### src/mem_map_pkg.sv
`default_nettype none

package mem_map_pkg;

  typedef logic [7:0] byte_t;

  typedef enum logic [2:0] {
    rom_lo,
    rom_hi,
    bank0,
    bank1,
    work_ram
  } region_e;

  localparam int num_regions = 5;
  localparam int cpu_addr_w = 16;

  // address bits per region, in region_e order
  localparam int region_addr_w [num_regions] = '{15, 14, 13, 13, 13};

  // download image layout, work ram is not loaded
  localparam int num_dl_regions = 4;
  localparam int unsigned dl_base [num_dl_regions] = '{
    32'h0_0000,
    32'h0_8000,
    32'h0_c000,
    32'h0_e000
  };
  localparam int unsigned dl_end = 32'h1_0000;

  // cpu window start addresses
  localparam logic [cpu_addr_w-1:0] win_rom_hi = 16'h8000;
  localparam logic [cpu_addr_w-1:0] win_bank = 16'hc000;
  localparam logic [cpu_addr_w-1:0] win_spr = 16'he000;
  localparam logic [cpu_addr_w-1:0] win_ram = 16'he100;

endpackage

`default_nettype wire

### src/rom_loader.sv
`default_nettype none
`timescale 1ns/100ps

module rom_loader import mem_map_pkg::*; #(
  parameter int dl_addr_w = 27
) (
  input  logic                   clk_sys,
  input  logic                   arst_n,
  input  logic                   ioctl_download,
  input  logic                   ioctl_wr,
  input  logic [dl_addr_w-1:0]   ioctl_addr,
  input  logic [15:0]            ioctl_dout,
  output logic [num_regions-1:0] dl_we,
  output logic [14:0]            dl_addr,
  output byte_t                  dl_data
);

  logic [num_regions-1:0] hit;
  logic [dl_addr_w-1:0] off;

  // bases ascend, so the last base passed names the region
  always_comb begin
    hit = '0;
    off = '0;
    if (ioctl_download && ioctl_wr && ioctl_addr < dl_addr_w'(dl_end)) begin
      for (int r = 0; r < num_dl_regions; r++) begin
        if (ioctl_addr >= dl_addr_w'(dl_base[r])) begin
          hit = '0;
          hit[r] = 1'b1;
          off = ioctl_addr - dl_addr_w'(dl_base[r]);
        end
      end
    end
  end

  always_ff @(posedge clk_sys or negedge arst_n) begin
    if (!arst_n) begin
      dl_we <= '0;
    end else begin
      dl_we <= hit;
    end
  end

  // only the low byte of the download word carries data
  always_ff @(posedge clk_sys) begin
    dl_addr <= off[14:0];
    dl_data <= ioctl_dout[7:0];
  end

endmodule

`default_nettype wire

### config.mk
export PLATFORM = sky130hd
export DESIGN_NAME = rom_loader
export DESIGN_NICKNAME = d
export VERILOG_FILES = /design/src/mem_map_pkg.sv /design/src/rom_loader.sv
export SDC_FILE = /design/constraint.sdc
export NUM_CORES = 1
export LEC_CHECK = 0
export BUFFER_PORTS_ARGS = -buffer_cell sky130_fd_sc_hd__buf_2
export CELL_PAD_IN_SITES_DETAIL_PLACEMENT = 0
export CELL_PAD_IN_SITES_GLOBAL_PLACEMENT = 1
export CORE_UTILIZATION = 26
export DETAILED_ROUTE_END_ITERATION = 6
export PLACE_DENSITY_LB_ADDON = 0.2
export REMOVE_ABC_BUFFERS = 1
export SYNTH_ARGS = -nofsm -noshare
export SYNTH_HDL_FRONTEND = slang
export SYNTH_SLANG_ARGS = --single-unit
### constraint.sdc
create_clock -name clk_sys -period 0.8 [get_ports clk_sys]
set_input_delay 0.16 -clock clk_sys [delete_from_list [all_inputs] [get_ports clk_sys]]
set_output_delay 0.16 -clock clk_sys [all_outputs]
set_load 0.05 [all_outputs]
==> results of run 1 <==
==> layer usage <==
| layer | wire [um] | global-route usage |
|---|---|---|
| met3 | 217 | 0.0446 |
| met5 | 0 | 0 |
| met4 | 23 | 0.0612 |
| met1 | 632 | 0.0982 |
| met2 | 1070 | 0.232 |
==> metrics by stage <==
step	power, mW	setup TNS (ps)	setup slack (ps)
floorplan	1.52	-1660	-180
global placement	1.66	-5960	-362
detailed placement	1.66	-6500	-401
CTS	2.30	-5140	-260
global route	2.40	-5970	-278
finish	2.29	-4680	-237
==> power by group through the flow <==
stage | registers [mW] | clock network, mW | logic [mW]
2_1_floorplan | 1.48 | 0 | 0.0380
3_3_place_gp | 1.40 | 0 | 0.257
3_5_place_dp | 1.40 | 0 | 0.261
4_1_cts | 1.38 | 0.589 | 0.335
5_1_grt | 1.39 | 0.637 | 0.374
6_report | 1.39 | 0.557 | 0.351
==> logic make-up after synthesis <==
kind of cell	after synthesis	synth area share
AND/OR/NAND/NOR	28	0.252
flip-flops	27	0.688
buffers and inverters	2	0.0230
AO/OA/AOI/OAI	1	0.00614
XOR/XNOR	1	0.0108
adder cells (fa/ha/maj)	1	0.0154
other	1	0.00460
==> how the worst min path moves through the flow <==
stage / startpoint / end
global placement: arst_n / dl_we[0]
floorplan: arst_n / dl_we[0]
global route: ioctl_addr[6] / dl_addr[6]
detailed placement: arst_n / dl_we[0]
CTS: ioctl_addr[12] / dl_addr[12]
finish: ioctl_addr[12] / dl_addr[12]
==> state kept, by name, summed over array words and instances, names as in the netlist <==
name	count
dl_addr	15
dl_data	8
dl_we	4
==> layout make-up <==
class,count,share of cell area
clock buffer,4,0.0161
timing repair buffer,80,0.439
sequential,27,0.361
tap,31,0.0238
multi-input combinational,32,0.160
==> cell usage in the layout (no fill, tap or decap), types with 2 or more instances in the layout <==
master,netlist,final
dfrtp_1,4,4
buf_4,1,5
buf_6,1,14
dfxtp_2,0,23
nor4b_4,1,2
nor2_1,4,4
and2_1,13,13
nand2_1,2,2
buf_8,0,17
clkbuf_4,0,3
dlygate4sd3_1,0,9
buf_2,0,35
==> what timing repair did <==
action / 4_1_cts / 5_1_grt
hold buffers: 9 / 0
endpoints found under the setup margin: 42 / 30
hold endpoints to repair: 12 / 0
resized for setup: 88 / 14
pin swaps: 2 / 3
==> impl_metrics.yaml, run 1 <==
run_status:
  status: "complete, but fails checks"
  violations: "DRC, setup timing"
power_and_ir_drop:
  p_int_mw: 1.75
  swShare: 0.235
  p_leak_nw: 0.771
  p_per_area_mw_per_mm2: 1410
  switchingPower_uw: 538
  seqPwrFrac: 0.604
  p_comb_frac: 0.153
  clock_power_share: 0.243
  vdd_drop_max_mv: 0.570
synthesis:
  ys_warn_count: 0
  yosysMostFrequentCell: "dfxtp_1"
  synth_seq_cells: 27
  ys_seq_area_frac: 0.688
  ys_async_sr_fraction: 0.148
  synth_top_area_frac: 0.565
  synth_area_um2: 815
  synthTopCellsByArea: "dfxtp_1 (57%), dfrtp_1 (12%), and2_1 (10%), nor4b_4 (2.9%), nor4_4 (2.6%)"
  ys.flop_type: "dfxtp_1"
  synth_enable_flop_cells: 0
  synth_common_cells: "dfxtp_1 (23), and2_1 (13), dfrtp_1 (4), nor2_1 (4), nand2_1 (2)"
  syn_inst: 61
  avgSynthCellArea_um2: 13.4
  synth_top_area_cell: "dfxtp_1"
  ys_types: 20
worst_setup_path:
  cp.arrival_ps: 880
  crit_chain: "buf_6"
  crit_path_start: "dl_we[2]"
  crit_fanout: 1
  crit_required_ps: 640
  path_class: "flip-flop to primary output"
  path_depth: 1
  cp-end-kind: "primary output"
  critPathBufInv: 1
  critPathCapture: "dl_we[2]"
  crit_family: "flip-flops"
  critical-path-max-stage-delay_ps: 410
  cp_slowest_cell: "dfrtp_1"
  critPathLaunchType: "flip-flop"
placed_design:
  placed_cell_area_mm2: 0.00120
  portBuffers: 65
  gp_congestion: 0.641
  dpl.cell_count: 161
  dp_hpwl_um: 1360
clock_tree:
  clkTransAtPathRegs_ps: 130
  clock_path_buffers: 2
  cts_setup_buffers: 0
  cts_max_level: 1
  ctsRootBufferMaster: "clkbuf_4"
  cts_tree: "done"
  numCtsBuffers: 3
  cts_sinks: 27
floorplanning:
  die-height_um: 58.0
  num_rows: 19
  io_pins: 75
  dieArea_mm2: 0.00336
  core_area_mm2: 0.00285
  die_w_um: 58.0
  initial_utilization: 0.286
detailed_routing:
  wl_per_cell_um: 11.2
  via_count: 728
  ant_nets: 0
  drt_pass1_iterations: 6
  drtIter0Drc: 16
  drc: 6
  via_per_inst: 4.18
  wirelength_um: 1950
finish:
  antenna_cells: 0
  drive_gt1_frac: 0.720
  final_cell_area_mm2: 0.00163
  syn_to_final_growth_pct: 100
  finalNonFillerCells: 174
  multi_input_area_um2: 260
  regArea_um2: 589
  utilization: 0.571
  nNetsFinal: 192
  fillers: 241
sta:
  period_needed_ps: 1040
  finalMaxSlewViolations: 0
  timing.final.crit_share: 1.30
  hold_viol: 0
  layout_setup_ws_ps: -237
  rsz0062_at_grt: "yes"
  setup_viol: 28
  fin_hold_ws_ps: 36.7
  fmax_mhz: 964
run:
  cap_violations: 0
hold_path:
  hold_class: "input port to flip-flop"
  whs_path_depth: 2
grt:
  grt_max_degree: 15
  grt_pass1_vias: 711
  grt_pass1_wl_um: 2880
  globalRouteTotalUtil: 0.117
  antenna_found_initial: 0
  grt_overflow: 0
Note: power is estimated with default switching activity, not from simulation.
==> inputs of run 2 (changes only) <==
- ABC_CLOCK_PERIOD_IN_PS: not set -> 800
- CORE_UTILIZATION: 26 -> 28
- CTS_BUF_LIST: not set -> sky130_fd_sc_hd__clkbuf_2
==> run 2 against run 1 <==
The flow finishes with violations (setup timing). Via count up 9.2%. Sequential share of layout area decreased by 2.6 points. Largest cell class unchanged. Flip-flop and latch count did not move. Highest routed layer is now met3.
==> impl_metrics.yaml, run 2 (synthesis results as in run 1) <==
sta:
  fin_hold_ws_ps: 33.8
  rsz0062_at_grt: "yes"
  fmax_mhz: 913
  setup-tns-final_ps: -6580
  hold_viol: 0
  period_needed_ps: 1100
  layout_setup_ws_ps: -296
  setup_viol: 28
  finalMaxSlewViolations: 0
  timing.final.crit_share: 1.37
finish:
  final_cell_area_mm2: 0.00176
  finalNonFillerCells: 190
  syn_to_final_growth_pct: 116
  nNetsFinal: 208
  top_register: "dl_addr"
  most-common-layout-cells: "buf_2 (34), dfxtp_2 (23), dlygate4sd3_1 (23), buf_6 (18)"
  drive_gt1_frac: 0.673
  largest_register_ffs: 15
  layout_commonest_cell: "buf_2"
  antenna_cells: 0
  largestRegisters: "dl_addr: 15 flops, dl_data: 8 flops, dl_we: 4 flops"
clock_tree:
  numCtsBuffers: 3
  cts_max_level: 1
  ctsRootBufferMaster: "clkbuf_2"
  clock_path_buffers: 2
  clkTransAtPathRegs_ps: 240
  cts_tree: "done"
  cts_sinks: 27
placed_design:
  dpl.cell_count: 161
  pre_cts_ws_ps: -463
  gp_congestion: 0.722
  placed_cell_area_mm2: 0.00120
  portBuffers: 65
  dp_hpwl_um: 1290
run_status:
  status: "complete, but fails checks"
  violations: "setup timing"
detailed_routing:
  drtIter0Drc: 7
  wirelength_um: 2160
  via_count: 795
  drt_pass1_iterations: 4
  via_per_inst: 4.18
  drc: 0
  ant_nets: 0
  wl_per_cell_um: 11.3
worst_setup_path:
  critPathBufInv: 1
  crit_chain: "buf_6"
  cp.arrival_ps: 940
  crit_required_ps: 640
  critPathLaunchType: "flip-flop"
  critical-path-max-stage-delay_ps: 440
  path_class: "flip-flop to primary output"
  crit_fanout: 1
  cp-end-kind: "primary output"
  crit_family: "flip-flops"
  cp_slowest_cell: "dfrtp_1"
power_and_ir_drop:
  p_leak_nw: 0.823
  vdd_drop_max_mv: 1.07
  p_per_area_mw_per_mm2: 1300
grt:
  grt_overflow: 0
  globalRouteTotalUtil: 0.127
  grt_pass1_vias: 746
  grt_pass1_wl_um: 2970
  grt_max_degree: 17
  antenna_found_initial: 0
run:
  cap_violations: 0
floorplanning:
  initial_utilization: 0.295
  num_rows: 19
  die-height_um: 55.9
  core_area_mm2: 0.00276
  dieArea_mm2: 0.00313
  io_pins: 75
  die_w_um: 55.9
hold_path:
  hold_class: "input port to flip-flop"
## run 2: worst paths after layout
| check | from | end | cells after the start |
|---|---|---|---|
| max in group asynchronous | arst_n | dl_we[0] | 2 |
| min | ioctl_addr[15] | dl_we[2] | 3 |
| min in group asynchronous | arst_n | dl_we[2] | 2 |
| max | dl_we[0] | dl_we[0] | 1 |
## run 2: timing repair
| action | CTS | global route |
|---|---|---|
| cloned | 0 | 1 |
| setup buffers | 0 | 1 |
| endpoints found under the hold margin | 26 | 0 |
| hold buffers | 23 | 0 |
| endpoints found under the setup margin | 30 | 45 |
| pin swaps | 2 | 3 |
| resized for setup | 88 | 10 |
## run 2: layer usage
layer,track usage,vias to the layer above,share of wire
li1,-,394,-
met1,0.108,359,0.34
met2,0.270,42,0.58
met3,0.0419,0,0.076
met4,0.0314,0,0
met5,0,-,0
## run 2: power breakdown
group / internal, mW / switching [mW] / total (mW)
clock network: 0.116 / 0.392 / 0.508
logic: 0.226 / 0.170 / 0.395
registers: 1.38 / 0.0104 / 1.39
total: 1.72 / 0.572 / 2.29
## run 2: metrics by stage
step,utilization,power [mW]
floorplan,-,1.52
global placement,0.437,1.66
detailed placement,0.437,1.66
CTS,0.618,2.31
global route,0.637,2.39
finish,0.637,2.29
## run 2: final cells by class
class	count	area [um^2]
fillers	218	1000
clock inverters	1	7.51
well taps	31	38.8
flip-flops and latches	27	589
multi-input cells	33	256
clock buffers	3	15.0
repair buffers	95	851
==> inputs of run 3 (changes only) <==
- CORE_MARGIN: not set -> 1.5
- PLACE_DENSITY: not set -> 0.95
- PLACE_DENSITY_LB_ADDON: 0.2 -> not set
==> run 3 against run 2 <==
Critical path depth is the same. Highest routed layer is now met4. The flow still finishes with violations (setup timing). Cell area shrank 3.3%. Hold slack lost 9.8 ps.
==> impl_metrics.yaml, run 3 (synthesis results as in run 1) <==
detailed_routing:
  via_count: 785
  drt_pass1_iterations: 4
  drc: 0
  drtIter0Drc: 6
  via_per_inst: 4.22
  wl_per_cell_um: 11.7
  ant_nets: 0
  wirelength_um: 2170
floorplanning:
  dieArea_mm2: 0.00324
  die-height_um: 56.9
  io_pins: 75
  core_area_mm2: 0.00276
  initial_utilization: 0.295
  die_w_um: 56.9
  num_rows: 19
worst_setup_path:
  path_class: "flip-flop to primary output"
  critical-path-max-stage-delay_ps: 430
  path_depth: 1
  crit_required_ps: 640
  critPathBufInv: 1
  crit_chain: "buf_6"
  cp_slowest_cell: "dfrtp_1"
  crit_family: "flip-flops"
  cp-end-kind: "primary output"
  crit_fanout: 1
  critPathLaunchType: "flip-flop"
  cp.arrival_ps: 900
clock_tree:
  cts_sinks: 27
  cts_max_level: 1
  clock_path_buffers: 2
  numCtsBuffers: 3
  cts_tree: "done"
  clkTransAtPathRegs_ps: 220
  ctsRootBufferMaster: "clkbuf_2"
grt:
  grt_pass1_wl_um: 3310
  grt_pass1_vias: 770
  grt_max_degree: 16
  grt_overflow: 0
  globalRouteTotalUtil: 0.134
  antenna_found_initial: 0
finish:
  antenna_cells: 0
  nNetsFinal: 204
  largestRegisters: "dl_addr: 15 flops, dl_data: 8 flops, dl_we: 4 flops"
  top_register: "dl_addr"
  syn_to_final_growth_pct: 109
  largest_register_ffs: 15
  drive_gt1_frac: 0.652
  layout_commonest_cell: "buf_2"
  most-common-layout-cells: "buf_2 (38), dfxtp_2 (23), dlygate4sd3_1 (23), buf_8 (15), and2_1 (13)"
power_and_ir_drop:
  p_leak_nw: 0.801
  p_per_area_mw_per_mm2: 1310
  total_power_mw: 2.23
  vdd_drop_max_mv: 1.30
sta:
  timing.final.crit_share: 1.33
  period_needed_ps: 1060
  fmax_mhz: 940
  setup_viol: 27
  rsz0062_at_grt: "yes"
  hold_viol: 0
  finalMaxSlewViolations: 0
  setup-tns-final_ps: -5880
  layout_setup_ws_ps: -264
placed_design:
  portBuffers: 65
  gp_congestion: 0.702
  pre_cts_ws_ps: -362
run:
  cap_violations: 0
run_status:
  status: "complete, but fails checks"
  violations: "setup timing"
hold_path:
  whs_endpoint: "dl_addr[3]"
  hold_class: "input port to flip-flop"
  whs_path_depth: 2
  hp-start: "ioctl_addr[3]"
==> run 3: cell types whose count changed in the layout (fill, tap and decap cells not counted), sizes merged <==
cell / delta
and4: -1
buf: -3
clkinv: +1
clkinvlp: -1
==> run 3: cell type report <==
cell class	count	area (um^2)
flip-flops and latches	27	589
multi-input cells	32	240
well taps	31	38.8
fillers	207	1060
repair buffers	92	811
clock inverters	1	5.00
clock buffers	3	15.0
==> run 3: how the worst max path moves through the flow <==
stage	start	to	slack, ps
after floorplan	ioctl_addr[20]	dl_we[1]	-180
after global placement	ioctl_addr[26]	dl_we[1]	-330
after detailed placement	ioctl_addr[18]	dl_addr[3]	-360
after CTS	dl_we[0]	dl_we[0]	-290
after global routing	dl_we[3]	dl_we[3]	-370
final	dl_we[3]	dl_we[3]	-260
==> run 3: through the flow <==
step	hold slack [ps]	util	cells	area, um^2
finish	23.9	0.616	186	1700
global route	8.27	0.616	186	1700
CTS	1.93	0.601	185	1660
detailed placement	-33.6	0.431	159	1190
global placement	-37.9	0.431	159	1190
floorplan	-136	-	59	796
==> run 3: report_power, final <==
part	switching (mW)	total [mW]	internal (mW)
logic	0.165	0.374	0.209
clock network	0.355	0.468	0.113
registers	0.0112	1.39	1.37
total	0.531	2.23	1.70
==> run 3: what timing repair did <==
item | in CTS | in global routing
resized for setup | 85 | 8
endpoints found under the setup margin | 27 | 40
buffers inserted | 0 | 0
hold endpoints to repair | 25 | 1
hold buffers | 22 | 1
cloned | 0 | 0
==> run 3: metal layers <==
metal	routed length, um	part of all wire	global-route usage
met1	669	0.31	0.115
met2	1310	0.60	0.287
met3	148	0.068	0.0136
met4	44	0.020	0.0731
met5	0	0	0
