==> src/mem_map_pkg.sv <==
`default_nettype none

package mem_map_pkg;

  typedef logic [7:0] byte_t;

  typedef enum logic [2:0] {
    rom_lo,
    rom_hi,
    bank0,
    bank1,
    work_ram
  } region_e;

  localparam int num_regions = 5;
  localparam int cpu_addr_w = 16;

  // address bits per region, in region_e order
  localparam int region_addr_w [num_regions] = '{15, 14, 13, 13, 13};

  // download image layout, work ram is not loaded
  localparam int num_dl_regions = 4;
  localparam int unsigned dl_base [num_dl_regions] = '{
    32'h0_0000,
    32'h0_8000,
    32'h0_c000,
    32'h0_e000
  };
  localparam int unsigned dl_end = 32'h1_0000;

  // cpu window start addresses
  localparam logic [cpu_addr_w-1:0] win_rom_hi = 16'h8000;
  localparam logic [cpu_addr_w-1:0] win_bank = 16'hc000;
  localparam logic [cpu_addr_w-1:0] win_spr = 16'he000;
  localparam logic [cpu_addr_w-1:0] win_ram = 16'he100;

endpackage

`default_nettype wire

==> src/cpu_io_pkg.sv <==
`default_nettype none

package cpu_io_pkg;

  typedef enum logic [7:0] {
    in_j1 = 8'h00,
    in_j2 = 8'h01,
    in_system = 8'h02,
    in_p1 = 8'h03,
    in_p2 = 8'h04,
    ctl_bank_flip = 8'h40,
    scroll_x_lo = 8'h41,
    layers_scroll_x_hi = 8'h42,
    scroll_y_lo = 8'h43,
    scroll_y_hi = 8'h44,
    snd_cmd = 8'h45,
    irq_ack = 8'h46,
    board_id = 8'hc0
  } io_port_e;

  localparam logic [7:0] board_id_value = 8'h58;

  localparam int scroll_w = 11;
  localparam int layer_w = 3;

  typedef enum logic [1:0] {
    idle,
    mem_wait,
    done
  } bus_state_e;

endpackage

`default_nettype wire

==> src/io_ports.sv <==
`default_nettype none
`timescale 1ns/100ps

module io_ports import mem_map_pkg::*, cpu_io_pkg::*; (
  input  logic                clk_sys,
  input  logic                arst_n,
  input  logic                io_sel,
  input  logic                io_we,
  input  io_port_e            io_port,
  input  byte_t               io_wdata,
  output byte_t               io_rdata,
  input  byte_t               j1,
  input  byte_t               j2,
  input  byte_t               p1,
  input  byte_t               p2,
  input  byte_t               system,
  input  logic                vs,
  input  logic                snd_clear,
  output logic [scroll_w-1:0] scroll_x,
  output logic [scroll_w-1:0] scroll_y,
  output logic [layer_w-1:0]  layers,
  output logic                flip,
  output logic                bank,
  output logic                irq,
  output byte_t               snd_latch
);

  logic wr;
  logic vs_q;

  assign wr = io_sel && io_we;

  always_comb begin
    case (io_port)
      in_j1: io_rdata = j1;
      in_j2: io_rdata = j2;
      in_system: io_rdata = system;
      in_p1: io_rdata = p1;
      in_p2: io_rdata = p2;
      board_id: io_rdata = board_id_value;
      default: io_rdata = 8'h00;
    endcase
  end

  always_ff @(posedge clk_sys or negedge arst_n) begin
    if (!arst_n) begin
      scroll_x <= '0;
      scroll_y <= '0;
      layers <= '0;
      flip <= 1'b0;
      bank <= 1'b0;
      snd_latch <= '0;
    end else begin
      // audio side clears, a command in the same cycle overrides
      if (snd_clear) begin
        snd_latch <= '0;
      end
      if (wr) begin
        case (io_port)
          ctl_bank_flip: begin
            bank <= io_wdata[7];
            flip <= io_wdata[2];
          end
          scroll_x_lo: scroll_x[7:0] <= io_wdata;
          layers_scroll_x_hi: begin
            layers <= io_wdata[7:8-layer_w];
            scroll_x[scroll_w-1:8] <= io_wdata[scroll_w-9:0];
          end
          scroll_y_lo: scroll_y[7:0] <= io_wdata;
          scroll_y_hi: scroll_y[scroll_w-1:8] <= io_wdata[scroll_w-9:0];
          snd_cmd: snd_latch <= {io_wdata[6:0], 1'b1};
          default: ;
        endcase
      end
    end
  end

  // vblank start is the falling edge of vs
  always_ff @(posedge clk_sys or negedge arst_n) begin
    if (!arst_n) begin
      vs_q <= 1'b0;
      irq <= 1'b0;
    end else begin
      vs_q <= vs;
      if (wr && io_port == irq_ack) begin
        irq <= 1'b0;
      end
      if (vs_q && !vs) begin
        irq <= 1'b1;
      end
    end
  end

endmodule

`default_nettype wire

==> config.mk <==
export PLATFORM = sky130hd
export DESIGN_NAME = io_ports
export DESIGN_NICKNAME = d
export VERILOG_FILES = /design/src/mem_map_pkg.sv /design/src/cpu_io_pkg.sv /design/src/io_ports.sv
export SDC_FILE = /design/constraint.sdc
export NUM_CORES = 1
export LEC_CHECK = 0
export BUFFER_PORTS_ARGS = -buffer_cell sky130_fd_sc_hd__buf_2
export CAP_MARGIN = 30
export CORE_UTILIZATION = 29
export DETAILED_ROUTE_END_ITERATION = 10
export SETUP_SLACK_MARGIN = 0.1
export SYNTH_ARGS = -nofsm -noshare
export SYNTH_HDL_FRONTEND = slang
export SYNTH_SLANG_ARGS = --single-unit
==> constraint.sdc <==
create_clock -name clk_sys -period 2.5 [get_ports clk_sys]
set_input_delay 0.5 -clock clk_sys [delete_from_list [all_inputs] [get_ports clk_sys]]
set_output_delay 0.5 -clock clk_sys [all_outputs]
set_load 0.05 [all_outputs]
==> results, run 1 <==
- The flow ran to the end, and the final reports show no timing, DRC or antenna violations.
- The number of global-route vias before repair was 1605.
- The critical path goes through buf_2 -> or4b_4 -> nor4b_4 -> buf_6 -> a221o_2 -> buf_8.
- Ranked by total cell area, the synthesized netlist is headed by sky130_fd_sc_hd__dfrtp_1 (50%), sky130_fd_sc_hd__mux2_2 (21%), sky130_fd_sc_hd__mux4_2 (7.3%).
- Setup repair after global routing could not meet its margin everywhere.
- The number of library cell types mapped by synthesis is 30.
- Excluding fillers, the count of instances in the completed layout stands at 324.
- The average wire per cell in the routed design is 16.0 µm.
- The area of the die is 6690 µm².
- The worst-case clock skew is 0.0000387 ns.
- Dividing the synthesized area by the synthesized cell count gives 14.4 µm².
- The DRC violations left is 0.
- Setup violations remaining at the end of the flow were counted as 0.
- After clock tree synthesis, the clock-pin slew on the worst setup and hold paths is 0.07 ns.
- The number of buffers added by the clock tree synthesis step is 5.
- The maximum fanout along the worst path is 8.
- Measured along the x axis, the die boundary spans 81.8 µm.
- The fraction of final layout cells sized beyond drive strength 1 is 72.3%.
- The fill cell instance count of the final layout is 568.
- The number of nets with antenna violations after detailed routing is 0.
- Yosys printed 0 warnings.
- STA classifies the critical path startpoint as a primary input.
- The maximum number of pins on one net before global-route repair is 38.
- The aggregate routed wire length is 5190 µm.
- The critical path capture point type is a primary output.
- The cell with the most instances after synthesis is sky130_fd_sc_hd__dfrtp_1.
- The transition time at the pin with the least slew margin is 0.828 ns.
- The relative max-transition margin is 44.8%.
- The worst hold path class is primary input to async pin.
- The area occupied by multi-input gates is 915 µm².
- The cell area after placement is 2550 µm².
- The sum of net half-perimeters after detailed placement is 4020 µm.
- The commonest cells after synthesis are sky130_fd_sc_hd__dfrtp_1 (37), sky130_fd_sc_hd__mux2_2 (35), sky130_fd_sc_hd__nor2b_1 (8).
- The delay of the slowest cell on the worst path is 0.54 ns.
- Data on the critical path arrives at its endpoint at 1.87 ns.
- The count of flip-flops with a built-in enable after synthesis is 0.
- Summing every instance area after synthesis gives 1850 µm².
- For this block, the via count after detailed routing is 1602.
- The root cell of the clock tree is sky130_fd_sc_hd__clkbuf_8.
- The source-to-sink clock delay at the later pin of the worst-skew pair is 0.28 ns.
- The net count of the finished layout is 310.
- The slowest cell on the critical path is sky130_fd_sc_hd__or4b_4.
- After synthesis the netlist holds a flip-flop and latch count of 37.
- The critical path class is primary input to primary output.
- The number of antenna violations at the first check in global routing is 0.
- The DRC violation total after the first TritonRoute iteration is 20.
- The final antenna diode count is 0.
- The final weighted congestion in routability-driven placement is 0.707.
- During I/O placement, the number of pins put on the boundary was 106.
- Registers take 926 µm².
- The area of all placed cells without fillers is 2720 µm².
- The clock tree from TritonCTS is done.
- The final critical path takes up 94.9% of the cycle.
- Counting along the longest clock path gives a buffer depth of 2.
- Max-cap violations in this run came to 0.
- After synthesis, the largest area contributor takes up 50.2% of total cell area.
- Summing the sequential cell areas from Yosys gives 50.2% of the chip area.
- Port buffering added 105 buffers.
- The highest ir drop seen on vdd is 354 µV.
- The overall global routing resource usage is 15.6%.
- The placed cell count is 316.
- The initial utilization of the core area, before any placement, comes to 30.6%.
- The global-route congestion overflow total is 0.
- The number of levels in the clock H-tree is 2.
- In the synthesized netlist the async set-or-reset flop fraction comes to 100%.
- The area growth from synthesis to layout is 47.5%.
- The biggest area contributor in the post-synthesis netlist is sky130_fd_sc_hd__dfrtp_1.
- Dividing the detail-routed via count by the number of cells gives 4.94.
- The post-layout minimum cycle time is 2.37 ns.
- The areal power density over the cells is 450 nW/µm².
- The first global-routing pass estimated 7740 µm of wire.
- In this run, post-CTS hold repair placed 0 buffers.
- Row generation in the floorplan step produced 28 rows.
- The instance count of the mapped netlist is 128.
- The number of pins with negative max-slew slack in the final report is 0.
- Measured in cells, the most critical reg-to-reg path has a length of 2.
- The number of post-CTS setup repair buffers is 0.
- Counting every net in the synthesized netlist gives 190.
- The critical path data required time is 2.00 ns.
- Based on the critical path, the design can be clocked at up to 421 MHz.
- The detailed-routing iteration count for the pre-antenna-repair pass is 3.
- The floorplan step defined a core boundary enclosing 6030 µm².
- From bottom edge to top edge, the die measures 81.8 µm.
- The analysis attributes to cell leakage a power of 0.00148 µW.
- The hold violation count in the final report is 0.
- The dominant register cell in the synthesized netlist is sky130_fd_sc_hd__dfrtp_1.
- For this design, the sink count on the clock tree is 37.
registers in the layout, summed over array words and instances, names as in the netlist:
| signal | cells |
|---|---|
| flip | 1 |
| layers | 3 |
| irq | 1 |
| bank | 1 |
| scroll_y | 11 |
| scroll_x | 11 |
| vs_q | 1 |
| snd_latch | 8 |
cell usage in the layout, fill, tap and decap left out:
cell and count:
sky130_fd_sc_hd__or4b_4 1, sky130_fd_sc_hd__mux2_2 35, sky130_fd_sc_hd__a2111oi_1 1, sky130_fd_sc_hd__nor4b_4 1, sky130_fd_sc_hd__a22o_1 2, sky130_fd_sc_hd__o21ai_0 2, sky130_fd_sc_hd__buf_4 12, sky130_fd_sc_hd__clkbuf_8 5
sky130_fd_sc_hd__or4_4 1, sky130_fd_sc_hd__clkbuf_1 3, sky130_fd_sc_hd__and4b_1 1, sky130_fd_sc_hd__nor3_2 1, sky130_fd_sc_hd__nand4b_1 1, sky130_fd_sc_hd__nand4_2 1, sky130_fd_sc_hd__nor4b_1 1, sky130_fd_sc_hd__nand3_1 3
sky130_fd_sc_hd__a2111oi_2 1, sky130_fd_sc_hd__inv_1 2, sky130_fd_sc_hd__nand2b_1 1, sky130_fd_sc_hd__nand2_1 1, sky130_fd_sc_hd__mux2_1 1, sky130_fd_sc_hd__a221o_2 3, sky130_fd_sc_hd__nor2_1 1, sky130_fd_sc_hd__nor3_4 1
sky130_fd_sc_hd__a22o_2 5, sky130_fd_sc_hd__mux4_2 6, sky130_fd_sc_hd__and3_1 1, sky130_fd_sc_hd__dfrtp_1 37, sky130_fd_sc_hd__buf_6 4, sky130_fd_sc_hd__nor2b_1 8, sky130_fd_sc_hd__o31ai_1 1, sky130_fd_sc_hd__or3b_2 2
sky130_fd_sc_hd__buf_2 95, sky130_fd_sc_hd__buf_8 6, sky130_fd_sc_hd__nor4_1 2
what timing repair did:
item                                    CTS  global route
gates resized for setup                  17            12
pin swaps                                 0             2
endpoints found under the setup margin    8             8
gates cloned                              0             0
cell type report:
class,instances,share of cell area [%]
clock buffer,8,2.94
inverter,2,0.276
multi-input combinational,85,33.6
sequential,37,34.0
tap,75,3.45
timing repair buffer,117,25.7
path summary, 6_finish.rpt:
path,to,slack [ns],startpoint
min in group clk_sys,vs_q$_DFF_PN0_,0.34,vs
max in group asynchronous,snd_latch[0]$_DFF_PN0_,1.66,arst_n
min,scroll_x[5]$_DFFE_PN0P_,0.32,arst_n
min reg2reg,irq$_DFFE_PN0P_,0.50,irq$_DFFE_PN0P_
max reg2reg,snd_latch[5]$_DFF_PN0_,1.62,snd_latch[5]$_DFF_PN0_
max,io_rdata[6],0.13,io_port[4]
critical path, delay by kind of cell:
kind                   cells  cell delay (ns)
AND/OR/NAND/NOR            2             0.78
buffers and inverters      3             0.42
AO/OA/AOI/OAI              1             0.17
per-stage QoR:
step	power [µW]	setup WS, ns	TNS, ns	utilization (%)	hold WS (ns)
finish	1220	0.127	0	45.2	0.316
global route	1290	0.0725	0	45.2	0.327
CTS	1250	0.100	0	44.5	0.327
detailed placement	835	-0.0319	-0.179	42.3	0.482
global placement	832	-0.00102	-0.00102	42.3	0.467
floorplan	728	0.160	0	-	0.204
report_power, final:
group / switching [µW] / internal, µW
sequential: 5.79 / 611
clock: 198 / 198
combinational: 122 / 89.6
total: 326 / 899
kinds of logic (layout without fill, tap and decap cells):
group                  after synthesis  after routing  share of synthesized area (%)
AND/OR/NAND/NOR                     28             28                           12.3
buffers and inverters                6            127                           1.42
flip-flops                          37             37                           50.2
AO/OA/AOI/OAI                       15             15                           6.85
multiplexers                        42             42                           29.3
layer usage:
metal	share of wire, %	GRT usage, %
met1	41	17.5
met2	48	28.5
met3	11	5.33
met4	0	3.16
met5	0	0
Power figures use the tool's default switching activity.
==> inputs of run 2 (changes only) <==
- PLACE_DENSITY_LB_ADDON: unset -> 0.15
==> results, run 2 (same netlist as run 1, synthesis figures left out) <==
- Measured in cells, the most critical reg-to-reg path has a length of 2.
- The tightest hold margin is 0.306 ns.
- The sort of element at the start of the critical path is a primary input.
- The slowest cell on the critical path is sky130_fd_sc_hd__or4b_4.
- The initialized floorplan defines 28 standard-cell rows.
- In the layout the commonest cells are sky130_fd_sc_hd__buf_2 (95), sky130_fd_sc_hd__dfrtp_1 (37), sky130_fd_sc_hd__mux2_2 (35), sky130_fd_sc_hd__buf_4 (15), sky130_fd_sc_hd__nor2b_1 (8).
- The H-tree was split into 2 levels.
- The final weighted congestion in routability-driven placement is 0.740.
- The maximum fanout along the worst path is 6.
- Walking the worst path, the cells encountered are buf_6 -> or4b_4 -> nor4b_4 -> buf_4 -> a221o_2 -> buf_6.
- The number of nets with antenna violations after detailed routing is 0.
- The critical path in this run is classified as primary input to primary output.
- The global-route congestion overflow total is 0.
- From synthesis to final layout, the design area changed by 50.8%.
- The net count of the finished layout is 313.
- The first routing iteration left 21 violations.
- In this run the standard cell core region covers 6030 µm².
- The number of hold buffers added after CTS was 0.
- The number of global-route vias before repair came to 1521.
- The overall global routing resource usage is 14.5%.
- The fill cell instance count of the final layout is 586.
- The placed cell count is 319.
- After clock tree synthesis, the clock-pin slew on the worst setup and hold paths is 0.08 ns.
- The delay of the slowest cell on the worst path is 0.55 ns.
- The root cell of the clock tree is sky130_fd_sc_hd__clkbuf_8.
- Setup repair after global routing could not meet its margin everywhere.
- On the final layout, the worst clock skew is 0.00246 ns.
- With fillers left out, the area of the finished cells amounts to 2780 µm².
- The clock tree from TritonCTS is done.
- The critical path capture point type is a primary output.
- The number of non-filler instances in the completed layout is 327.
- The routed layout has 1575 vias.
- The largest registers in the layout are scroll_x (11), scroll_y (11), snd_latch (8).
- The number of sinks on the clock net is 37.
- For the finished layout, the period the worst path requires is 2.40 ns.
- The first-pass GRT wire length is 7280 µm.
- The sum of net half-perimeters after detailed placement is 3880 µm.
- In this design, the critical path's most frequently occurring cell is sky130_fd_sc_hd__buf_6.
- The number of antenna violations at the first check in global routing came to 0.
- The flow ran to the end, and the final reports show no timing, DRC or antenna violations.
- After detailed routing, the number of vias per cell comes to 4.82.
- The worst hold path class is primary input to async pin.
- The met3 routed wirelength is 325 µm.
- Data on the critical path arrives at its endpoint at 1.90 ns.
- The top layer reached by signal wires is met3.
- Leaving out fill and tap cells, the most frequent cell in the layout is sky130_fd_sc_hd__buf_2.
- The clock passes through at most 2 buffers.
- The sum of buffers and inverters on the critical path is 3.
- The final setup violation count is 0.
- After detailed routing, the number of remaining DRC violations is 0.
- Derived from the worst setup path, the maximum achievable clock frequency is 417 MHz.
- The floorplan die height is 81.8 µm.
- The final antenna diode count is 0.
- The capturing point of the worst reg2reg path is snd_latch[6]$_DFF_PN0_.
- The accumulated negative setup slack is 0 ns.
- 106 I/O pins were placed.
- The detailed-routing iteration count for the pre-antenna-repair pass is 3.
- The hold violation count in the final report is 0.
- For this configuration, the core starts out at a cell density of 30.6%.
- The highest ir drop seen on vdd is 363 µV.
- The number of pins with negative max-slew slack in the final report was 0.
- Entering global routing, the biggest net connects 38 pins.
- The source of the worst register-to-register timing path is snd_latch[6]$_DFF_PN0_.
- The aggregate routed wire length is 4920 µm.
- Dividing total power by cell area gives a power density of 488 nW/µm².
- The die is 81.8 µm wide.
- STA puts the critical path data required time at 2.00 ns.
- The tool flagged a number of max-cap violations equal to 0.
- The worst register-to-register path has a setup slack of 1.62 ns.
- For the pin with the worst max-slew slack, the measured transition is 0.811 ns.
- The cell type group with the largest total delay on the critical path is simple AND/OR/NAND/NOR gates.
- The source-to-sink clock delay at the later pin of the worst-skew pair is 0.28 ns.
- The floorplan step defined a die boundary enclosing 6690 µm².
- The average wire per cell in the routed design is 15.0 µm.
- Measured against its own limit, the worst slew margin works out to 46.0%.
- The fraction of final layout cells sized beyond drive strength 1 is 73.8%.
- The most critical setup path has its startpoint at io_port[5].
- The routed length on met2 is 2570 µm.
- The number of buffers added by the clock tree synthesis step is 5.
- The detailed router put a total of 2020 µm of wire on met1.
- After layout, the worst path uses 95.9% of the clock period.
- Buffers placed on the I/O ports in this run total 105.
- The cell area after placement is 2570 µm².
- The static leakage is 0.00152 µW.
## run 2: changes by cell type in the layout (fill, tap and decap cells not counted), moves of 2 or more
cell,previous run,this run
sky130_fd_sc_hd__buf_4,12,15
sky130_fd_sc_hd__buf_6,4,6
sky130_fd_sc_hd__buf_8,6,4
sky130_fd_sc_hd__clkbuf_1,3,0
## run 2: stage by stage
step	total power (µW)	worst slack [ns]	util, %
2_1_floorplan	728	0.160	-
3_3_place_gp	829	-0.0260	42.6
3_5_place_dp	831	-0.0564	42.6
4_1_cts	1380	0.0732	45.5
5_1_grt	1420	0.0667	46.2
6_report	1360	0.102	46.2
## run 2: final cells by class
| type | count | area [µm²] | share of cell area, % |
|---|---|---|---|
| clock inverters | 2 | 37.5 | 1.35 |
| flip-flops and latches | 37 | 926 | 33.3 |
| repair buffers | 120 | 716 | 25.7 |
| clock buffers | 6 | 82.6 | 2.97 |
| multi-input cells | 85 | 921 | 33.1 |
| well taps | 75 | 93.8 | 3.37 |
| inverters | 2 | 7.51 | 0.270 |
## run 2: power by group
group | switching [µW] | leakage (µW) | internal, µW
sequential | 5.45 | 0.000507 | 611
combinational | 118 | 0.000955 | 88.9
clock | 210 | 0.0000574 | 324
total | 333 | 0.00152 | 1020
## run 2: what timing repair did
action                     in CTS  in global routing
buffers inserted                0                  0
pin swaps                       0                  1
gates resized for setup        18                  9
setup endpoints to repair       8                  8
## run 2: worst max path at each step
stage,end,slack [ns],depth (start not counted)
2_1_floorplan,io_rdata[3],0.16,3
3_3_place_gp,io_rdata[3],-0.03,6
3_5_place_dp,io_rdata[3],-0.06,6
4_1_cts,io_rdata[3],0.07,6
5_1_grt,io_rdata[3],0.07,6
6_report,io_rdata[3],0.10,6
## run 2: layer usage
layer / vias up / GRT usage (%)
met3: 0 / 3.00
met2: 58 / 27.1
met4: 0 / 2.11
li1: 748 / -
met1: 769 / 17.3
met5: - / 0
