File: config.mk
export PLATFORM = sky130hd
export DESIGN_NAME = main_bus_apb
export DESIGN_NICKNAME = d
export VERILOG_FILES = /design/src/mem_map_pkg.sv /design/src/cpu_io_pkg.sv /design/src/main_bus_apb.sv
export SDC_FILE = /design/constraint.sdc
export NUM_CORES = 1
export LEC_CHECK = 0
export ABC_AREA = 1
export BUFFER_PORTS_ARGS = -buffer_cell sky130_fd_sc_hd__buf_2
export CAP_MARGIN = 30
export CELL_PAD_IN_SITES_DETAIL_PLACEMENT = 0
export CELL_PAD_IN_SITES_GLOBAL_PLACEMENT = 1
export CORE_UTILIZATION = 20
export DETAILED_ROUTE_END_ITERATION = 10
export PLACE_DENSITY = 0.95
export SLEW_MARGIN = 20
export SYNTH_ARGS = -nofsm -noshare
export SYNTH_HDL_FRONTEND = slang
export SYNTH_SLANG_ARGS = --single-unit
export TNS_END_PERCENT = 1
File: constraint.sdc
create_clock -name clk_sys -period 1.27 [get_ports clk_sys]
set_clock_uncertainty 0.05 [all_clocks]
set_input_delay 0.0635 -clock clk_sys [delete_from_list [all_inputs] [get_ports clk_sys]]
set_output_delay 0.0635 -clock clk_sys [all_outputs]
set_load 0.02 [all_outputs]
File: src/mem_map_pkg.sv
`default_nettype none

package mem_map_pkg;

  typedef logic [7:0] byte_t;

  typedef enum logic [2:0] {
    rom_lo,
    rom_hi,
    bank0,
    bank1,
    work_ram
  } region_e;

  localparam int num_regions = 5;
  localparam int cpu_addr_w = 16;

  // address bits per region, in region_e order
  localparam int region_addr_w [num_regions] = '{15, 14, 13, 13, 13};

  // download image layout, work ram is not loaded
  localparam int num_dl_regions = 4;
  localparam int unsigned dl_base [num_dl_regions] = '{
    32'h0_0000,
    32'h0_8000,
    32'h0_c000,
    32'h0_e000
  };
  localparam int unsigned dl_end = 32'h1_0000;

  // cpu window start addresses
  localparam logic [cpu_addr_w-1:0] win_rom_hi = 16'h8000;
  localparam logic [cpu_addr_w-1:0] win_bank = 16'hc000;
  localparam logic [cpu_addr_w-1:0] win_spr = 16'he000;
  localparam logic [cpu_addr_w-1:0] win_ram = 16'he100;

endpackage

`default_nettype wire

File: src/cpu_io_pkg.sv
`default_nettype none

package cpu_io_pkg;

  typedef enum logic [7:0] {
    in_j1 = 8'h00,
    in_j2 = 8'h01,
    in_system = 8'h02,
    in_p1 = 8'h03,
    in_p2 = 8'h04,
    ctl_bank_flip = 8'h40,
    scroll_x_lo = 8'h41,
    layers_scroll_x_hi = 8'h42,
    scroll_y_lo = 8'h43,
    scroll_y_hi = 8'h44,
    snd_cmd = 8'h45,
    irq_ack = 8'h46,
    board_id = 8'hc0
  } io_port_e;

  localparam logic [7:0] board_id_value = 8'h58;

  localparam int scroll_w = 11;
  localparam int layer_w = 3;

  typedef enum logic [1:0] {
    idle,
    mem_wait,
    done
  } bus_state_e;

endpackage

`default_nettype wire

File: src/main_bus_apb.sv
`default_nettype none
`timescale 1ns/100ps

module main_bus_apb import mem_map_pkg::*, cpu_io_pkg::*; (
  input  logic                    clk_sys,
  input  logic                    arst_n,
  input  logic                    psel,
  input  logic                    penable,
  input  logic                    pwrite,
  input  logic [cpu_addr_w:0]     paddr,
  input  byte_t                   pwdata,
  output byte_t                   prdata,
  output logic                    pready,
  output logic [cpu_addr_w-1:0]   cpu_addr,
  output byte_t                   cpu_wdata,
  output logic                    ram_we,
  input  byte_t [num_regions-1:0] region_rdata,
  input  logic                    bank,
  output logic                    io_sel,
  output logic                    io_we,
  output io_port_e                io_port,
  output byte_t                   io_wdata,
  input  byte_t                   io_rdata
);

  bus_state_e state;
  bus_state_e state_nxt;
  logic is_io;
  logic in_spr;
  logic in_ram;
  region_e rd_region;

  // bit 16 splits i/o space from memory
  assign is_io = paddr[cpu_addr_w];
  assign cpu_addr = paddr[cpu_addr_w-1:0];

  always_comb begin
    rd_region = work_ram;
    in_spr = 1'b0;
    if (cpu_addr < win_rom_hi) begin
      rd_region = rom_lo;
    end else if (cpu_addr < win_bank) begin
      rd_region = rom_hi;
    end else if (cpu_addr < win_spr) begin
      rd_region = bank ? bank1 : bank0;
    end else if (cpu_addr < win_ram) begin
      // sprite ram lives with the video side
      in_spr = 1'b1;
    end
  end

  assign in_ram = !in_spr && rd_region == work_ram;

  // setup cycle starts the count, memory waits one extra cycle
  always_comb begin
    state_nxt = state;
    case (state)
      idle: begin
        if (psel && !penable) begin
          state_nxt = is_io ? done : mem_wait;
        end
      end
      mem_wait: state_nxt = done;
      done: state_nxt = idle;
      default: state_nxt = idle;
    endcase
  end

  always_ff @(posedge clk_sys or negedge arst_n) begin
    if (!arst_n) begin
      state <= idle;
    end else begin
      state <= state_nxt;
    end
  end

  assign pready = state == done;

  // writes land on the pready edge
  assign cpu_wdata = pwdata;
  assign ram_we = pready && pwrite && !is_io && in_ram;

  assign io_sel = pready && is_io;
  assign io_we = psel && pwrite;
  assign io_port = io_port_e'(paddr[7:0]);
  assign io_wdata = pwdata;

  always_comb begin
    if (is_io) begin
      prdata = io_rdata;
    end else if (in_spr) begin
      prdata = 8'h00;
    end else begin
      prdata = region_rdata[rd_region];
    end
  end

endmodule

`default_nettype wire

==> results of run 1 <==
[power by group through the flow]
stage | Sequential, mW | Combinational [mW] | Clock, mW
floorplan | 0.0725 | 0.433 | 0
global placement | 0.0726 | 0.456 | 0
detailed placement | 0.0734 | 0.458 | 0
CTS | 0.0727 | 0.462 | 0.251
global route | 0.0741 | 0.594 | 0.264
finish | 0.0732 | 0.532 | 0.242
[logic make-up (layout without fill, tap and decap cells)]
logic type             count (synthesis)  after routing  synth area share
buffers and inverters                 64            113            0.4002
AOI/OAI and AO/OA                      2              2          0.009326
DFF                                    2              2           0.04668
and+or+nand+nor                      119            120            0.5438
[stage by stage]
step | hold WS (ns) | power, mW
5_1_grt | 0.07321 | 0.9318
3_3_place_gp | -0.1981 | 0.5283
2_1_floorplan | -0.2821 | 0.5059
6_report | 0.06489 | 0.8470
4_1_cts | 0.06534 | 0.7864
3_5_place_dp | -0.1996 | 0.5311
[cell type report]
type	count	area, sq um
Fill cell	614	3651
Timing Repair Buffer	92	576.8
Clock buffer	3	41.29
Sequential cell	2	50.05
Tap cell	70	87.58
Inverter	18	75.07
Multi-Input combinational cell	122	658.1
[worst max path at each step]
stage                         start   endpoint  depth (start not counted)
after floorplan            state[0]     ram_we                          3
final                     paddr[13]  prdata[3]                         12
after CTS                 paddr[13]  prdata[6]                         12
after global routing      paddr[13]  prdata[1]                         12
after global placement    paddr[13]  prdata[6]                         12
after detailed placement  paddr[13]  prdata[6]                         12
[synthesized netlist by cell type]
cell type,instances
nand2_1,52
buf_4,41
nand3_1,30
nor2_1,17
inv_1,14
nand2_2,6
inv_2,3
nand2_4,3
nand3_2,3
buf_6,2
dfrtp_1,2
nand4_1,2
nor2_4,2
nor3_1,2
a21oi_1,1
buf_12,1
buf_2,1
clkbuf_1,1
inv_4,1
nand2_8,1
nand3b_1,1
o21ai_0,1
[per-layer routing]
layer	track usage	vias up
met3	0.009371	6
met1	0.1242	535
met4	0.02675	0
li1	-	647
met2	0.1952	54
met5	0	-
[critical path: cells and delay by family]
| kind | cells | cell delay (ns) |
|---|---|---|
| and+or+nand+nor | 8 | 0.56 |
| buffers and inverters | 4 | 0.45 |
[what timing repair did]
item,in CTS,in global routing
gates resized for setup,0,35
hold buffers,1,0
setup buffers,0,2
endpoints found under the hold margin,2,0
setup endpoints to repair,0,8
==> metrics.txt, run 1 <==
Startpoint Class=input port; met2 WL=about 1600 microns; post-synthesis sequential area ratio=0.04667; Setup TNS=0 ns; hold path start=penable; outcome=finished clean; fmax=approximately 840 MHz; Syn Area/Cell=~5.7 sq um; reg2reg end=state[1]; initial antenna violation count=0; GRT Overall Usage=0.1032; Rows=26; post-layout util=0.2897; met3 routed wirelength=between 200 and 300 microns; per-cell routed wire length=roughly 11 microns; Least-Margin Pin Slew=between 0.2 and 0.3 ns; Sw Pwr=between 0.3 and 0.4 mW; CTS max path bufs=2; number of synthesized register bits=2; Clock Latency Late Sink=between 0.2 and 0.25 ns; Worst slew margin=0.8235; crit end category=output port; largest net degree at the start of global routing=18; Regs by FF count=state (2); CP Cell Sequence=buf_6 > inv_6 > nand2_4 > nand2_8 > clkbuf_16 > nand3_1 > nand3_1 > nand2_1 > nand2_1 > nand2_1 > nand2_1 > buf_6; Critical Path Max Stage Delay=0.16 ns; # setup viols final=0; Reg2Reg Launch Point=state[0]; P_int=between 0.5 and 0.6 mW; register share of total power=0.086; root buf cell=clkbuf_8; Netlist Area Pre-Place=roughly 1100 sq um; CP max FO=7; first-pass GRT wire length=between 4000 and 5000 microns; Yosys top cell by area=buf_4; number of DRC markers in iteration 0=16; Yosys cell types=22; R2R Setup Slk=between 0.4 and 0.5 ns; core area=slightly above 5000 sq um; CP most frequent cell=nand2_1; synth-to-layout area growth=38.86%; vias in the first global route=approximately 1000; crit path kind=input port to output port; clock-pin slew on the worst setup and hold paths=0.03 ns; Critical Path AT=approximately 1.1 ns; Worst Hold End=state[1]; maxcap violations=0; switch share=0.3939; GRT Residual Overflow=0; num ports=131; post-synthesis instance total=187; LEAKAGE=around 0.89 nW; Initial Utilization=0.2086; maximum vdd ir drop=approximately 820 uV; Hold Path Depth=4; die area=about 5700 sq um; Die Y=~75 microns; highest metal used=met4; detailed placement HPWL=around 2600 microns; crit path max-delay cell type=clkbuf_16; Final min period=1.193 ns; Final Cycle Share=0.9394; wl on met1=approximately 1400 microns; router iterations before antenna repair=4; Max Slew Vio Count=0; Ys Warns=0; CTS Buf Count=3; RSZ-0062 raised after global routing=yes; clock network fraction of total power=0.286; Residual DRC=0; Final Hold Vio Count=0; Sink Count=2; WL final=between 3000 and 4000 microns; synthesized net count=~270; Place WS=0.01879 ns; design area=~1500 sq um; Antenna Nets Post-Route=0; vias per inst=around 4.0; reg2reg path depth=2; max reg flops=2; chip width=between 70 and 80 microns; share of cells above drive strength 1=0.5232; most frequent cells in the layout=72 x buf_2, 49 x nand2_1, 24 x nand3_1; Area after DPL=approximately 1300 sq um; Vias=1242; filler-free cell count of the finished design=~310; most common cell after layout, fill and taps aside=buf_2; PwrDens=~570 nW/um^2; Final WS setup=approximately 0.077 ns; H-tree lvl count=1; Worst Path Required=around 1.2 ns; placed insts=299; port bufs=82; diodes inserted=0; Hold Crit Class=input port to flop; ranking of synthesized cells by area=buf_4 29%, nand2_1 18%, nand3_1 14%, nor2_1 6.0%, inv_1 4.9%; nets=318; CTS tree=done; GP Congestion=just over 0.7; top-area cell type share of the netlist area=0.2870; Comb pwr share=0.628; Largest Register=state
Note: power is estimated with default switching activity, not from simulation.
==> run 2, diff against run 1 <==
Settings changed: ABC_AREA 1 to default, CORE_UTILIZATION 20 to 18.
==> run 2 against run 1 <==
The flow now finishes with violations (DRC, setup timing); register-to-register slack worse by 0.02 ns; sequential cell count stayed put; first-iteration DRC count is 120% higher; die area is 11% lower; count of clock-buffer cells in the layout stayed put; maximum frequency is 10% lower; clock power is 4% higher; combinational power is 30% lower; core utilization is 3.4 points lower; routed wire length is 2.1% lower; sequential power is 3.8% lower; synthesized cell count is 40% lower.
==> metrics.txt, run 2 <==
outcome=finished with violations (was finished clean); failing checks=DRC, setup timing; Yosys cell types=25 (was 22); Hold Crit Class=input port to output port (was input port to flop); Final Hold Vio Count=0 (unchanged); Syn Area/Cell=7.607 sq um (was 5.734 sq um); main combinational cell family by area after synthesis=buffers and inverters (was simple AND/OR/NAND/NOR gates); first-pass GRT wire length=4692 microns (was 4436 microns); Residual DRC=9 (was 0); post-synthesis sequential area ratio=0.05822 (was 0.04667); WHS=0.07701 ns (was 0.06489 ns); register cell area after layout=50.05 sq um (unchanged); Place WS=-0.1236 ns (was 0.01879 ns); Post-Synth XOR/XNOR Area=0 (unchanged); Final min period=1.331 ns (was 1.193 ns); Final WS setup=-0.06095 ns (was 0.07694 ns); die area=5056 sq um (was 5658 sq um); Comb pwr share=0.537 (was 0.628); Synth Flop Type=dfrtp_1 (unchanged); Critical Path AT=1.22 ns (was 1.08 ns); Vias=973 (was 1242); Final Cycle Share=1.048 (was 0.9394); root buf cell=clkbuf_8 (unchanged); crit end category=output port (unchanged); router iterations before antenna repair=7 (was 4); Synth top cells by count=40 x buf_4, 9 x nand2_1, 9 x o21ai_0 (was 52 x nand2_1, 41 x buf_4, 30 x nand3_1, 17 x nor2_1, 14 x inv_1); Synth Area in Compound Gates=0.3202 (was 0.009335); WL final=3200 microns (was 3270 microns); maximum vdd ir drop=300.6 uV (was 823.3 uV); Setup TNS=-0.3390 ns (was 0 ns); post-synthesis instance total=113 (was 187); Largest Register=state (unchanged); area occupied by multi-input gates=493.0 sq um (was 658.1 sq um); per-cell routed wire length=15.17 microns (was 10.65 microns); post-layout util=0.2553 (was 0.2897); crit path kind=input port to output port (unchanged); nets=240 (was 318); initial antenna violation count=0 (unchanged); top-area cell type share of the netlist area=0.3493 (was 0.2870); multiplexer area fraction after synthesis=0.1048 (was 0); Sink Count=2 (unchanged); H-tree lvl count=1 (unchanged); ranking of synthesized cells by area=buf_4 35%, o211ai_2 12%, mux2_2 10%, o211ai_1 7.0%, dfrtp_1 5.8% (was buf_4 29%, nand2_1 18%, nand3_1 14%, nor2_1 6.0%, inv_1 4.9%); adder-cell share of the synthesized area=0 (unchanged); Critical Path Max Stage Delay=0.61 ns (was 0.16 ns); num ports=131 (unchanged); GRT Overall Usage=0.1228 (was 0.1032); port bufs=82 (unchanged); most common cell after layout, fill and taps aside=buf_2 (unchanged); chip width=71.11 microns (was 75.22 microns); Worst slew margin=0.7385 (was 0.8235); top-count cell post-synth=buf_4 (was nand2_1); synthesized net count=192 (was 266); FILL cells=504 (was 614); most frequent cells in the layout=79 x buf_2, 9 x nand2_1 (was 72 x buf_2, 49 x nand2_1, 24 x nand3_1); CTS tree=done (unchanged); PwrDens=609.3 nW/um^2 (was 568.8 nW/um^2); Antenna Nets Post-Route=0 (unchanged); Netlist Area Pre-Place=859.6 sq um (was 1072 sq um); Die Y=71.11 microns (was 75.22 microns); vias in the first global route=978 (was 1007); Post-synth EDFFs=0 (unchanged); met3 routed wirelength=271 microns (was 256 microns); CTS max path bufs=2 (unchanged); max reg flops=2 (unchanged); CP Cell Sequence=buf_6 > or4_4 > o211ai_2 > o211ai_1 > buf_4 (was buf_6 > inv_6 > nand2_4 > nand2_8 > clkbuf_16 > nand3_1 > nand3_1 > nand2_1 > nand2_1 > nand2_1 > nand2_1 > buf_6); fmax=751.3 MHz (was 838.2 MHz); number of DRC markers in iteration 0=35 (was 16); LEAKAGE=0.5699 nW (was 0.8864 nW); share of cells above drive strength 1=0.6918 (was 0.5232); Hold Path Depth=0 (was 4); Yosys top cell by area=buf_4 (unchanged); Initial Utilization=0.1921 (was 0.2086); register share of total power=0.101 (was 0.086); Post-Synth Simple-Gate Area=0.1237 (was 0.5438); Ys Warns=0 (unchanged); core area=4474 sq um (was 5140 sq um); crit path max-delay cell type=or4_4 (was clkbuf_16); highest metal used=met4 (unchanged); CTS Buf Count=3 (unchanged); P_int=0.4469 mW (was 0.5133 mW); wl on met1=1395 microns (was 1373 microns); largest net degree at the start of global routing=11 (was 18); GP Congestion=0.7674 (was 0.7183); diodes inserted=0 (unchanged); # setup viols final=8 (was 0); Rows=24 (was 26); Clock Latency Late Sink=0.21 ns (about the same); Sw Pwr=0.2491 mW (was 0.3336 mW); GRT Residual Overflow=0 (unchanged); CP max FO=5 (was 7); met2 WL=1444 microns (was 1605 microns); synth-to-layout area growth=32.90% (was 38.86%); Regs by FF count=state (2) (unchanged); maxcap violations=0 (unchanged); reg2reg path depth=2 (unchanged); detailed placement HPWL=2422 microns (was 2594 microns); clock network fraction of total power=0.362 (was 0.286); switch share=0.3579 (was 0.3939); number of synthesized register bits=2 (unchanged); Least-Margin Pin Slew=0.3910 ns (was 0.2644 ns); post-synthesis async set-or-reset flop share=1.000 (unchanged); RSZ-0062 raised after global routing=yes (unchanged); Startpoint Class=input port (unchanged); Worst Path Required=1.16 ns (about the same); Max Slew Vio Count=0 (unchanged); vias per inst=4.611 (was 4.046)
[run 2: power by group through the flow]
| stage | clock [mW] | combinational (mW) | sequential [mW] |
|---|---|---|---|
| 2_1_floorplan | 0 | 0.341 | 0.0705 |
| 3_3_place_gp | 0 | 0.354 | 0.0709 |
| 3_5_place_dp | 0 | 0.358 | 0.0711 |
| 4_1_cts | 0.258 | 0.378 | 0.0705 |
| 5_1_grt | 0.269 | 0.407 | 0.0709 |
| 6_report | 0.252 | 0.374 | 0.0704 |
[run 2: final cells by class]
class / count / area share
timing repair buffer: 88 / 0.4283
multi-input combinational: 65 / 0.4315
tap: 52 / 0.05695
sequential: 2 / 0.04381
inverter: 1 / 0.003286
clock buffer: 3 / 0.03614
[run 2: metrics by stage]
step	power [mW]	cells	cell area, sq um
2_1_floorplan	0.4116	113	859.6
3_3_place_gp	0.4249	206	1051
3_5_place_dp	0.4295	206	1051
4_1_cts	0.7065	211	1139
5_1_grt	0.7468	211	1142
6_report	0.6960	211	1142
[run 2: worst max-delay path: cells and delay by family]
| kind | cells | cell delay (ns) |
|---|---|---|
| AOI/OAI and AO/OA | 2 | 0.27 |
| buffers and inverters | 2 | 0.27 |
| and+or+nand+nor | 1 | 0.61 |
[run 2: worst paths after layout]
check	endpoint	from	slack (ns)
worst max-delay path	prdata[5]	paddr[10]	-0.06
worst min-delay path	io_wdata[5]	pwdata[5]	0.08
worst max register to register	state[0]	state[1]	0.44
worst min register to register	state[1]	state[1]	0.39
max in group asynchronous	state[0]	arst_n	0.95
min in group asynchronous	state[1]	arst_n	0.12
[run 2: timing repair]
action	4_1_cts	5_1_grt
pin swaps	3	2
endpoints found under the hold margin	2	0
resized for setup	8	2
setup endpoints to repair	9	9
cloned	1	0
buffers inserted	0	0
hold buffers	1	0
[run 2: kinds of logic after synthesis]
kind of cell / Yosys count
buf+inv: 47
mux: 8
simple gates: 20
compound gates: 36
flops: 2
[run 2: metal layers]
layer	up-vias	track usage
li1	465	-
met5	-	0
met3	12	0.02707
met4	0	0.05556
met2	70	0.2073
met1	426	0.1491
==> run 3, diff against run 2 <==
--- a/config.mk
+++ b/config.mk
@@ -9,5 +9,3 @@
 export CAP_MARGIN = 30
-export CELL_PAD_IN_SITES_DETAIL_PLACEMENT = 0
-export CELL_PAD_IN_SITES_GLOBAL_PLACEMENT = 1
-export CORE_UTILIZATION = 18
+export CORE_UTILIZATION = 32
 export DETAILED_ROUTE_END_ITERATION = 10
--- a/constraint.sdc
+++ b/constraint.sdc
@@ -4,2 +4,2 @@
 set_output_delay 0.0635 -clock clk_sys [all_outputs]
-set_load 0.02 [all_outputs]
+set_load 0.1 [all_outputs]
==> run 3 against run 2 <==
The run ends with setup timing left; total power increased by 43%; design area up 16%; count of clock-buffer cells in the layout did not move; combinational power increased by 110%; final cell count fell by 10%; first-iteration DRC count shrank 63%; worst setup slack got worse by 0.076 ns; sequential power increased by 1%; routed wire length is 14% lower; critical path type unchanged.
==> metrics.txt, run 3 (same netlist as run 2, synthesis figures left out) <==
vias in the first global route=928 (was 978); Worst Path Required=1.16 ns (about the same); WL final=2742 microns (was 3200 microns); Hold Path Depth=2 (was 0); Hold Crit Class=input port to flop (was input port to output port); detailed placement HPWL=2200 microns (was 2422 microns); maxcap violations=0 (unchanged); Final min period=1.407 ns (was 1.331 ns); router iterations before antenna repair=5 (was 7); outcome=finished with violations (unchanged); most common cell after layout, fill and taps aside=buf_2 (unchanged); crit path kind=input port to output port (unchanged); Final WS setup=-0.1370 ns (was -0.06095 ns); Worst Hold End=state[0] (was io_wdata[5]); hold path start=psel (was pwdata[5]); Critical Path Max Stage Delay=0.59 ns (was 0.61 ns); Reg2Reg Launch Point=state[0] (was state[1]); design area=1321 sq um (was 1142 sq um); clock-pin slew on the worst setup and hold paths=0.03 ns; GP Congestion=0.7399 (was 0.7674); Antenna Nets Post-Route=0 (unchanged); Largest Register=state (unchanged); Area after DPL=1252 sq um (was 1051 sq um); Die Y=53.83 microns (was 71.11 microns); Tot Pwr=0.9942 mW (was 0.6960 mW); die area=2898 sq um (was 5056 sq um); CTS max path bufs=2 (unchanged); crit end category=output port (unchanged); postcts setup bufs=0 (unchanged); crit path max-delay cell type=or4_4 (unchanged); initial antenna violation count=0 (unchanged); diodes inserted=0 (unchanged); first-pass GRT wire length=4029 microns (was 4692 microns); H-tree lvl count=1 (unchanged); Initial Utilization=0.3438 (was 0.1921); PwrDens=752.5 nW/um^2 (was 609.3 nW/um^2); Residual DRC=0 (was 9); number of DRC markers in iteration 0=13 (was 35); reg2reg path depth=2 (unchanged); CTS Buf Count=3 (unchanged); root buf cell=clkbuf_4 (was clkbuf_8); port bufs=82 (unchanged); family with the most delay on the worst path=simple AND/OR/NAND/NOR gates (unchanged); synth-to-layout area growth=53.71% (was 32.90%); Critical Path AT=1.29 ns (was 1.22 ns); R2R Setup Slk=0.41 ns (was 0.44 ns); GRT Overall Usage=0.1887 (was 0.1228); Clock Latency Late Sink=0.22 ns (was 0.21 ns); Worst Setup SP=paddr[10] (unchanged); LEAKAGE=0.6558 nW (was 0.5699 nW); CP Cell Sequence=buf_8 > or4_4 > o211ai_2 > o211ai_1 > clkbuf_16 (was buf_6 > or4_4 > o211ai_2 > o211ai_1 > buf_4); Max Slew Vio Count=0 (unchanged); max reg flops=2 (unchanged); Worst slew margin=0.6768 (was 0.7385); largest net degree at the start of global routing=12 (was 11); core area=2500 sq um (was 4474 sq um); Least-Margin Pin Slew=0.4881 ns (was 0.3910 ns); Sink Count=2 (unchanged); maximum vdd ir drop=530.7 uV (was 300.6 uV); vias per inst=5.079 (was 4.611); Regs by FF count=state (2) (unchanged); Startpoint Class=input port (unchanged); most frequent cells in the layout=69 x buf_2, 11 x buf_12 (was 79 x buf_2, 9 x nand2_1); GRT Residual Overflow=0 (unchanged); Final Hold Vio Count=0 (unchanged); reg2reg end=state[0] (unchanged); fmax=710.7 MHz (was 751.3 MHz); chip width=53.83 microns (was 71.11 microns); Vias=965 (was 973); nets=241 (was 240); Rows=18 (was 24); # setup viols final=10 (was 8); RSZ-0062 raised after global routing=yes (unchanged); share of cells above drive strength 1=0.7188 (was 0.6918); CP bufs+invs=2 (unchanged); per-cell routed wire length=14.43 microns (was 15.17 microns); CTS tree=done (unchanged); num ports=131 (unchanged); Final Cycle Share=1.108 (was 1.048); CP max FO=5 (unchanged); failing checks=setup timing (was DRC, setup timing)
==> run 3: power breakdown <==
group / switching, mW / internal [mW]
Combinational: 0.493 / 0.288
Clock: 0.0375 / 0.104
Sequential: 0.00339 / 0.0679
Total: 0.534 / 0.460
==> run 3: how the worst max path moves through the flow <==
stage | to | slack [ns] | cells past startpoint
final | prdata[1] | -0.14 | 5
after global routing | prdata[3] | -0.17 | 5
after CTS | prdata[1] | -0.14 | 5
after detailed placement | prdata[1] | -0.18 | 5
after global placement | prdata[3] | -0.17 | 5
after floorplan | prdata[0] | -0.79 | 4
==> run 3: cell type report <==
type | count | area [sq um]
Clock buffer | 3 | 22.52
Tap cell | 30 | 37.54
Fill cell | 242 | 1179
Timing Repair Buffer | 89 | 664.4
Multi-Input combinational cell | 65 | 543.0
Sequential cell | 2 | 50.05
Inverter | 1 | 3.754
==> run 3: timing repair <==
| action | CTS | global route |
|---|---|---|
| resized for setup | 6 | 2 |
| cloned | 1 | 0 |
| pin swaps | 11 | 4 |
| endpoints found under the setup margin | 10 | 10 |
| hold buffers | 1 | 0 |
| hold endpoints to repair | 2 | 0 |
==> run 3: through the flow <==
stage	instances	worst slack (ns)	hold WS (ns)	setup TNS, ns	utilization
floorplan	113	-0.7925	-0.2821	-7.094	-
global placement	185	-0.1746	-0.2021	-1.407	0.5010
detailed placement	185	-0.1849	-0.1972	-1.523	0.5010
CTS	190	-0.1426	0.05164	-0.8961	0.5250
global route	190	-0.1739	0.06194	-1.222	0.5285
finish	190	-0.1370	0.06635	-0.8695	0.5285
==> run 3: layer usage <==
metal / vias up / wire length (microns) / track usage
li1: 468 / - / -
met1: 434 / 1008 / 0.2046
met2: 55 / 1435 / 0.3374
met3: 8 / 267 / 0.06215
met4: 0 / 29 / 0.06579
met5: - / 0 / 0
